## src/hdl/booth_params.svh

```systemverilog
`ifndef BOOTH_PARAMS_SVH
`define BOOTH_PARAMS_SVH

// operand width in bits
// must be even and at least 4
`define BOOTH_WIDTH 32

// iteration counter width
// wide enough to hold BOOTH_WIDTH
`define BOOTH_CNT_WIDTH 6

`endif
```

## src/hdl/booth_pkg.sv

```systemverilog
`include "booth_params.svh"

package booth_pkg;

  // one signed operand
  typedef logic signed [`BOOTH_WIDTH-1:0] operand_t;

  // full signed product, twice the operand width
  typedef logic signed [2*`BOOTH_WIDTH-1:0] product_t;

  // counts the add/subtract-and-shift steps
  typedef logic [`BOOTH_CNT_WIDTH-1:0] iter_cnt_t;

  // core FSM states
  typedef enum logic [1:0] {
    core_idle,
    core_run,
    core_done
  } core_state_e;

endpackage

```

## src/hdl/booth_multiplier.sv

```systemverilog
`timescale 1ns/1ps

module booth_multiplier (
  input  logic                clock,
  input  logic                reset,
  // operand side
  input  logic                in_valid,
  output logic                in_ready,
  input  booth_pkg::operand_t in_a,
  input  booth_pkg::operand_t in_b,
  // product side
  output logic                out_valid,
  input  logic                out_ready,
  output booth_pkg::product_t out_product
);

  import booth_pkg::*;

  // latch to core
  logic     op_valid;
  logic     op_take;
  operand_t op_a;
  operand_t op_b;

  // core to buffer
  logic     prod_valid;
  logic     prod_ready;
  product_t prod;

  // input side
  operand_latch u_latch (
    .clock    (clock),
    .reset    (reset),
    .in_valid (in_valid),
    .in_ready (in_ready),
    .in_a     (in_a),
    .in_b     (in_b),
    .op_valid (op_valid),
    .op_a     (op_a),
    .op_b     (op_b),
    .op_take  (op_take)
  );

  // iterative booth core
  booth_core u_core (
    .clock      (clock),
    .reset      (reset),
    .op_valid   (op_valid),
    .op_a       (op_a),
    .op_b       (op_b),
    .op_take    (op_take),
    .prod_valid (prod_valid),
    .prod       (prod),
    .prod_ready (prod_ready)
  );

  // output side
  product_buffer u_buffer (
    .clock       (clock),
    .reset       (reset),
    .prod_valid  (prod_valid),
    .prod        (prod),
    .prod_ready  (prod_ready),
    .out_valid   (out_valid),
    .out_product (out_product),
    .out_ready   (out_ready)
  );

endmodule

```

## src/hdl/product_buffer.sv

```systemverilog
`timescale 1ns/1ps

module product_buffer (
  input  logic                clock,
  input  logic                reset,
  // from the core
  input  logic                prod_valid,
  input  booth_pkg::product_t prod,
  output logic                prod_ready,
  // external output handshake
  output logic                out_valid,
  output booth_pkg::product_t out_product,
  input  logic                out_ready
);

  import booth_pkg::*;

  // one-entry output register
  logic     full_q;
  product_t prod_q;
  logic     capture;

  // slot is free, or is emptied on this edge
  assign prod_ready = !full_q || out_ready;
  assign capture    = prod_valid && prod_ready;

  // full flag
  // capture wins, so drain and refill on one edge stays full
  always_ff @(posedge clock) begin
    if (reset) begin
      full_q <= 1'b0;
    end else if (capture) begin
      full_q <= 1'b1;
    end else if (out_ready) begin
      full_q <= 1'b0;
    end
  end

  // product payload
  // only written on capture, held steady otherwise
  always_ff @(posedge clock) begin
    if (capture) begin
      prod_q <= prod;
    end
  end

  assign out_valid   = full_q;
  assign out_product = prod_q;

endmodule

```

## src/hdl/booth_core.sv

```systemverilog
`timescale 1ns/1ps

`include "booth_params.svh"

module booth_core (
  input  logic                clock,
  input  logic                reset,
  // from the operand latch
  input  logic                op_valid,
  input  booth_pkg::operand_t op_a,
  input  booth_pkg::operand_t op_b,
  output logic                op_take,
  // towards the product buffer
  output logic                prod_valid,
  output booth_pkg::product_t prod,
  input  logic                prod_ready
);

  import booth_pkg::*;

  // control
  core_state_e state_q;
  iter_cnt_t   cnt_q;
  logic        last_iter;

  // datapath
  // accumulator is one bit wider than an operand so that
  // subtracting the most negative multiplicand cannot overflow
  operand_t                     mcand_q;
  logic signed [`BOOTH_WIDTH:0] acc_q;
  operand_t                     mplr_q;
  logic                         booth_bit_q;

  logic signed [`BOOTH_WIDTH:0] mcand_ext;
  logic signed [`BOOTH_WIDTH:0] acc_sum;

  // load the pair the moment it is seen in idle
  assign op_take = (state_q == core_idle) && op_valid;

  // final step is the one with count BOOTH_WIDTH-1
  assign last_iter = (cnt_q == iter_cnt_t'(`BOOTH_WIDTH - 1));

  // sign extend multiplicand to accumulator width
  assign mcand_ext = {mcand_q[`BOOTH_WIDTH-1], mcand_q};

  // radix-2 recoding on {q0, q-1}
  always_comb begin
    case ({mplr_q[0], booth_bit_q})
      // start of a run of ones
      2'b10:   acc_sum = acc_q - mcand_ext;
      // end of a run of ones
      2'b01:   acc_sum = acc_q + mcand_ext;
      // inside a run, nothing to add
      default: acc_sum = acc_q;
    endcase
  end

  // FSM and iteration counter
  always_ff @(posedge clock) begin
    if (reset) begin
      state_q <= core_idle;
      cnt_q   <= '0;
    end else begin
      case (state_q)
        core_idle: begin
          if (op_valid) begin
            state_q <= core_run;
            cnt_q   <= '0;
          end
        end
        core_run: begin
          // one add/sub-and-shift per cycle
          cnt_q <= cnt_q + iter_cnt_t'(1);
          if (last_iter) begin
            state_q <= core_done;
          end
        end
        core_done: begin
          // wait here until the buffer takes the product
          if (prod_ready) begin
            state_q <= core_idle;
          end
        end
        default: begin
          state_q <= core_idle;
        end
      endcase
    end
  end

  // shift register {acc, mplr, booth_bit}
  always_ff @(posedge clock) begin
    if (op_take) begin
      mcand_q     <= op_a;
      acc_q       <= '0;
      mplr_q      <= op_b;
      booth_bit_q <= 1'b0;
    end else if (state_q == core_run) begin
      // arithmetic shift right of the whole register
      acc_q       <= {acc_sum[`BOOTH_WIDTH], acc_sum[`BOOTH_WIDTH:1]};
      mplr_q      <= {acc_sum[0], mplr_q[`BOOTH_WIDTH-1:1]};
      booth_bit_q <= mplr_q[0];
    end
  end

  // product sits in the low 2*W bits once all steps are done
  // the extra accumulator bit is only a guard bit by then
  assign prod_valid = (state_q == core_done);
  assign prod       = {acc_q[`BOOTH_WIDTH-1:0], mplr_q};

endmodule

```

## src/hdl/operand_latch.sv

```systemverilog
`timescale 1ns/1ps

module operand_latch (
  input  logic              clock,
  input  logic              reset,
  // external input handshake
  input  logic              in_valid,
  output logic              in_ready,
  input  booth_pkg::operand_t in_a,
  input  booth_pkg::operand_t in_b,
  // towards the core
  output logic              op_valid,
  output booth_pkg::operand_t op_a,
  output booth_pkg::operand_t op_b,
  input  logic              op_take
);

  import booth_pkg::*;

  // one-entry holding register
  logic     full_q;
  operand_t a_q;
  operand_t b_q;
  logic     accept;

  // empty, or being emptied by the core on this edge
  assign in_ready = !full_q || op_take;
  assign accept   = in_valid && in_ready;

  // full flag
  // a new pair wins over the take, so refill on the same edge keeps it set
  always_ff @(posedge clock) begin
    if (reset) begin
      full_q <= 1'b0;
    end else if (accept) begin
      full_q <= 1'b1;
    end else if (op_take) begin
      full_q <= 1'b0;
    end
  end

  // operand pair, only written on an accepted transfer
  always_ff @(posedge clock) begin
    if (accept) begin
      a_q <= in_a;
      b_q <= in_b;
    end
  end

  assign op_valid = full_q;
  assign op_a     = a_q;
  assign op_b     = b_q;

endmodule

```

## config.mk

```make
export PLATFORM = sky130hd
export DESIGN_NAME = booth_multiplier
export DESIGN_NICKNAME = d
export VERILOG_FILES = /design/src/hdl/booth_pkg.sv /design/src/hdl/booth_multiplier.sv /design/src/hdl/product_buffer.sv /design/src/hdl/booth_core.sv /design/src/hdl/operand_latch.sv
export VERILOG_INCLUDE_DIRS = /design/src /design/src/hdl
export SDC_FILE = /design/constraint.sdc
export NUM_CORES = 1
export LEC_CHECK = 0
export ABC_AREA = 1
export BUFFER_PORTS_ARGS = -buffer_cell sky130_fd_sc_hd__buf_2
export CORE_ASPECT_RATIO = 1.25
export CORE_MARGIN = 4
export CORE_UTILIZATION = 63
export DETAILED_ROUTE_END_ITERATION = 8
export PLACE_DENSITY = 0.88
export SLEW_MARGIN = 0
export SYNTH_ARGS = -nofsm -noshare
export SYNTH_HDL_FRONTEND = slang
export SYNTH_SLANG_ARGS = --single-unit
```

## constraint.sdc

```tcl
create_clock -name clock -period 9.4 [get_ports clock]
set_input_delay 0.47 -clock clock [delete_from_list [all_inputs] [get_ports clock]]
set_output_delay 0.47 -clock clock [all_outputs]
set_load 0.03 [all_outputs]
```

## Word level (Yosys, flattened, before mapping)

Cells that the tools add are included.

| cells by class | value |
|---|---|
| add/subtract/negate cells | 3 |
| equality and inequality tests | 8 |
| muxes and demuxes | 13 |
| reductions and logical operators | 14 |

Operators by type and width:

| operator | count |
|---|---|
| 33-bit case mux with 2 select lines | 1 |
| 32-bit 2-to-1 mux | 2 |
| 32-bit by 32-bit adder with 33-bit output | 1 |
| 32-bit by 32-bit subtractor with 33-bit output | 1 |
| 6-bit case mux with 2 select lines | 1 |
| 2-bit nonzero test | 4 |
| 6-bit by 1-bit adder with 6-bit output (second input constant) | 1 |
| 6-bit by 5-bit == test with 1-bit output (second input constant) | 1 |
| 2-bit 2-to-1 mux | 3 |
| 6-bit 2-to-1 mux | 1 |
| 2-bit case mux with 3 select lines | 1 |
| 2-bit by 1-bit == test with 1-bit output (second input constant) | 2 |
| 2-bit == test (second input constant) | 2 |
| 1-bit 2-to-1 mux | 4 |
| 2-bit inequality test (second input constant) | 2 |
| 1-bit logical AND | 3 |
| 3-bit AND reduction | 1 |
| 1-bit zero test | 2 |
| 2-bit zero test | 1 |
| 1-bit logical OR | 2 |
| 2-bit by 1-bit inequality test with 1-bit output (second input constant) | 1 |
| 2-bit AND reduction | 1 |

| word-level totals | value |
|---|---|
| flip-flop bits (word level) | 235 |
| input bits | 68 |
| output and inout port bits | 66 |
| word-level logic and storage cells | 49 |

## Longest topological paths before layout

| logic depth | value |
|---|---|
| depth after elaboration | 5 |
| depth in mapped cells | 24 |
| gate-level depth less buffers | 24 |

## By module

From an unflattened synthesis, not the netlist that was laid out.

| unflattened totals | value |
|---|---|
| cells, all modules | 1,117 |
| area, all modules | 10,968.0 µm² |

By module, submodules not included:

| module | instances | cells each | area each (µm²) | seq. area each (µm²) |
|---|---|---|---|---|
| booth_core | 1 | 977 | 7,029.2 | 2,742.6 |
| operand_latch | 1 | 70 | 1,969.4 | 1,941.9 |
| product_buffer | 1 | 70 | 1,969.4 | 1,941.9 |

## Least setup slack after synthesis

No wires, ideal clock.

| timing path | value |
|---|---|
| kind | register -> register |
| start | reg u_core.state_q[1] |
| end | reg u_latch.a_q[0] (netlist: u_latch.op_a[0]) (enable) |
| setup time | 0.507 ns |
| arrival | 3.788 ns |
| required time | 8.893 ns |
| setup slack | 5.105 ns |
| cell stages (with the launch flop) | 5 |
| buffers on the path | 1 |
| clock period less this slack | 4.295 ns |
| cell sequence | dfxtp_1 > nor2_1 > nand2_1 > clkbuf_1 > a21oi_1 |

| on the way | value |
|---|---|
| cells in the longest elaborated chain, start to end | 4 |

RTL lines:

| element | RTL line | text |
|---|---|---|
| from (decl) | booth_core.sv:22 | `core_state_e state_q;` |
| from (signal assigned) | booth_core.sv:61 | `state_q <= core_idle;` |
| from (signal assigned) | booth_core.sv:67 | `state_q <= core_run;` |
| from (signal assigned) | booth_core.sv:75 | `state_q <= core_done;` |
| 2-bit zero test | booth_core.sv:38 | `assign op_take = (state_q == core_idle) && op_valid;` |
| 1-bit logical AND | booth_core.sv:38 |  |
| 1-bit logical OR | operand_latch.sv:27 | `assign in_ready = !full_q \|\| op_take;` |
| 1-bit logical AND | operand_latch.sv:28 | `assign accept = in_valid && in_ready;` |
| net u_latch.accept | operand_latch.sv:24 | `logic accept;` |
| to (signal assigned) | operand_latch.sv:45 | `a_q <= in_a;` |
| to (decl) | operand_latch.sv:22 | `operand_t a_q;` |

The timed path passes the listed nets, and every way through them passes these cells.
A chain may end at the register's enable or synchronous reset.

## Final worst setup path

| timing path | value |
|---|---|
| start | reg u_core.mplr_q[0] |
| end | reg u_core.acc_q[29] |

| on the way | value |
|---|---|
| cells in the longest elaborated chain, start to end | 2 |
| elaborated cells between the ends (all ways) | 3 |
| those cells by class | eq/ne: 2; mux: 1 |

RTL lines:

| element | RTL line | text |
|---|---|---|
| from (decl) | booth_core.sv:31 | `operand_t mplr_q;` |
| from (signal assigned) | booth_core.sv:96 | `mplr_q <= op_b;` |
| from (signal assigned) | booth_core.sv:101 | `` mplr_q <= {acc_sum[0], mplr_q[`BOOTH_WIDTH-1:1]}; `` |
| 2-bit by 1-bit == test with 1-bit output / 2-bit == test (equally long branches) | booth_core.sv:48 | `case ({mplr_q[0], booth_bit_q})` |
| 33-bit case mux with 2 select lines * | booth_core.sv:48 |  |
| to (signal assigned) | booth_core.sv:100 | `` acc_q <= {acc_sum[`BOOTH_WIDTH], acc_sum[`BOOTH_WIDTH:1]}; `` |
| to (decl) | booth_core.sv:30 | `` logic signed [`BOOTH_WIDTH:0] acc_q; `` |

Every way passes the cells marked *; elsewhere a longest branch is shown, timed or not.

==> flow_summary.json <==
{
  "die_area_um2": 19500,
  "max_cap_violations": 0,
  "rsz0062_at_grt": "no",
  "fin_setup_tns_ps": 0,
  "yosysTopAreaCell": "edfxtp_1",
  "clock-root-buffer": "clkbuf_16",
  "num_rows": 53,
  "wl_um": 24100,
  "cts_tree": "built",
  "cts_sinks": 235,
  "max_freq_mhz": 277,
  "synthArstFlopShare": 0,
  "worst_slack_ps": 5790,
  "track_usage": 0.246,
  "power_frac_seq": 0.421,
  "regToRegStartpoint": "u_core.mplr_q[0]",
  "pwr_density_cell_nw_per_um2": 263,
  "antenna_found_initial": 0,
  "path_max_fanout": 23,
  "hold_ws_ps": 137,
  "ys_warn_count": 0,
  "slowest_stage": "inv_1",
  "cp_data_required_time_ps": 9810,
  "dr.pass1.iters": 5,
  "seq_area_frac_synth": 0.608,
  "slew_viol_final": 0,
  "drt-initial-drc-count": 536,
  "clockPowerShare": 0.263,
  "crit_type": "flip-flop to flip-flop",
  "clkTransAtPathRegs_ps": 60,
  "ioPinCount": 134,
  "grt_pass1_wl_um": 38600,
  "dp_slack_ps": 5850,
  "routed_via_density": 5.51,
  "switchingPower_w": 0.00115,
  "ys_types": 47,
  "setup_viol_count_final": 0,
  "reg2reg_slack_ps": 5790,
  "core-area_um2": 16900,
  "drive_gt1_frac": 0.172,
  "start_util": 0.644,
  "cts_buffer_depth": 3,
  "post_cts_buffers": 0,
  "synth_area_leaders": "edfxtp_1 (53%), nand2_1 (10%), dfxtp_1 (7.9%)",
  "timing.final.crit_share": 0.384,
  "startpoint_type": "flip-flop",
  "crit_family": "compound AO/OA/AOI/OAI gates",
  "hpwl_um": 17400,
  "wl_per_cell_um": 16.5,
  "die_w_um": 126,
  "htreeDepth": 1,
  "die_h_um": 155,
  "grt-ovfl-total": 0,
  "cts_buffers": 22,
  "max_stage_delay_ps": 470,
  "finish.instance_area_um2": 12500,
  "diodes": 0,
  "leakage_nw": 5.33,
  "syn_to_final_growth_pct": 14.8,
  "irDropWorstVdd_v": 0.000211,
  "worstSkewPairLatency_ps": 510,
  "synthCells": 1083,
  "grt_max_degree": 65,
  "worstPathArrival_ps": 4020,
  "synthFlopType": "edfxtp_1",
  "critPathCapture": "u_core.acc_q[29]",
  "syn_area_um2": 10900,
  "syn_area_per_cell_um2": 10.1,
  "synth-edff-count": 192,
  "fin_nets": 1326,
  "globalplace.congestion": 0.942,
  "vias": 8038,
  "cp-startpoint": "u_core.mplr_q[0]",
  "syn_nets": 1187,
  "p_int_w": 0.00214,
  "placed_cell_area_um2": 11800,
  "path_cells": "inv_1 -> ha_1 -> inv_1 -> nand2_1 -> o21a_1 -> xnor2_1 -> ha_1 -> a21oi_1 -> o21bai_1 -> a21oi_1 -> nor2_1 -> nor2_1 -> nand2_1 -> nand2_1 -> nand3_1 -> nand2_1 -> nand2_1",
  "cp_common_cell": "nand2_1",
  "combPwrFrac": 0.316,
  "path_depth": 17,
  "netlist.area_leader.share": 0.529,
  "outcome": "completed",
  "postRouteAntennaNets": 0,
  "r2r_end": "u_core.acc_q[29]",
  "netSwitchingFraction": 0.350,
  "cts-resized-gates": 0,
  "fin_skew_ps": 8.94,
  "relSlewSlack": 0.220,
  "cts_hold_buf": 0,
  "cp-end-kind": "flip-flop",
  "tightest_slew_ps": 1170,
  "port_buffers": 133,
  "final-hold-violation-count": 0,
  "worst-path-buf-inv": 2,
  "total_power_w": 0.00329,
  "fin_crit_ps": 3610,
  "hold_path.class": "input pin to flip-flop",
  "ys_ff_latch": 235,
  "grt_pass1_vias": 7907,
  "drcViolationCount": 0,
  "reg2reg_depth": 17
}
-- cell families (layout without fill, tap and decap cells) --
family | count (synthesis) | in the layout | share of synthesized area
adder cells (fa/ha/maj) | 36 | 36 | 0.0420
flip-flops | 235 | 235 | 0.608
AO/OA/AOI/OAI | 154 | 154 | 0.0786
XOR/XNOR | 48 | 48 | 0.0386
buffers and inverters | 125 | 280 | 0.0434
AND/OR/NAND/NOR | 485 | 485 | 0.189
-- state kept, by name, summed over array words and instances (netlist names) --
name and flops:
u_latch.op_valid 1, u_latch.op_a 32, u_core.mcand_q 32, u_core.acc_q 32, u_core.booth_bit_q 1, u_core.state_q 2, u_buffer.out_valid 1, u_core.cnt_q 6
u_core.mplr_q 32, u_buffer.out_product 64, u_latch.op_b 32
-- synthesized netlist by cell type (all sizes together), types with 3 or more instances --
library cell / count
nand2: 300
edfxtp: 192
nor2: 117
inv: 100
a21oi: 71
o21ai: 63
dfxtp: 43
nand3: 43
xor2: 39
ha: 35
clkbuf: 19
nor3: 13
xnor2: 9
nand4: 6
buf: 5
o21bai: 4
a31oi: 3
o21a: 3
-- worst min-delay path by stage --
stage                      from            endpoint  depth (start not counted)
6_report               in_b[24]    u_latch.op_b[24]                          1
5_1_grt                in_b[31]    u_latch.op_b[31]                          1
4_1_cts                in_b[24]    u_latch.op_b[24]                          1
3_5_place_dp   u_latch.op_a[25]  u_core.mcand_q[25]                          0
3_3_place_gp    u_latch.op_a[4]   u_core.mcand_q[4]                          0
2_1_floorplan   u_latch.op_a[0]   u_core.mcand_q[0]                          0
-- stage by stage --
stage,util,cells
after floorplan,-,1083
after global placement,0.698,1418
after detailed placement,0.698,1418
after CTS,0.740,1458
after global routing,0.740,1458
final,0.740,1458
-- final cells by class --
cell class                      count  area (µm²)
Clock buffer                       28         594
Multi-Input combinational cell    723        3810
Clock inverter                     12         110
Sequential cell                   235        6630
Tap cell                          220         275
Inverter                          101         379
Timing Repair Buffer              139         711
Fill cell                        1116        4400
-- power groups by stage --
| stage | combinational (W) | sequential [W] | clock [W] |
|---|---|---|---|
| detailed placement | 0.00102 | 0.00141 | 0 |
| finish | 0.00104 | 0.00139 | 0.000865 |
| global placement | 0.000997 | 0.00140 | 0 |
| CTS | 0.00103 | 0.00139 | 0.000878 |
| global route | 0.00117 | 0.00140 | 0.000926 |
| floorplan | 0.000763 | 0.00139 | 0 |
-- routing by layer --
layer / GRT usage / share of wire
met1: 0.288 / 0.38
met2: 0.433 / 0.50
met3: 0.0522 / 0.074
met5: 0 / 0
met4: 0.117 / 0.048
-- layout by cell type (no fill, tap or decap), types with 4 or more instances in the layout --
master	synthesis	final
xor2_1	39	39
nor2_4	3	4
clkbuf_1	19	5
buf_4	0	6
ha_1	35	35
xnor2_1	9	9
clkinv_2	0	6
nand4_1	6	6
dfxtp_1	43	43
nand3_1	39	39
inv_2	6	7
nor3_1	11	11
nand2_1	292	292
o21ai_0	58	58
buf_2	3	133
nor2_1	105	104
a21oi_1	70	69
edfxtp_1	192	192
clkbuf_16	0	23
nor2_2	8	8
nand2_2	7	7
inv_1	94	93
clkinv_1	1	4
Note: power is estimated with default switching activity, not from simulation.
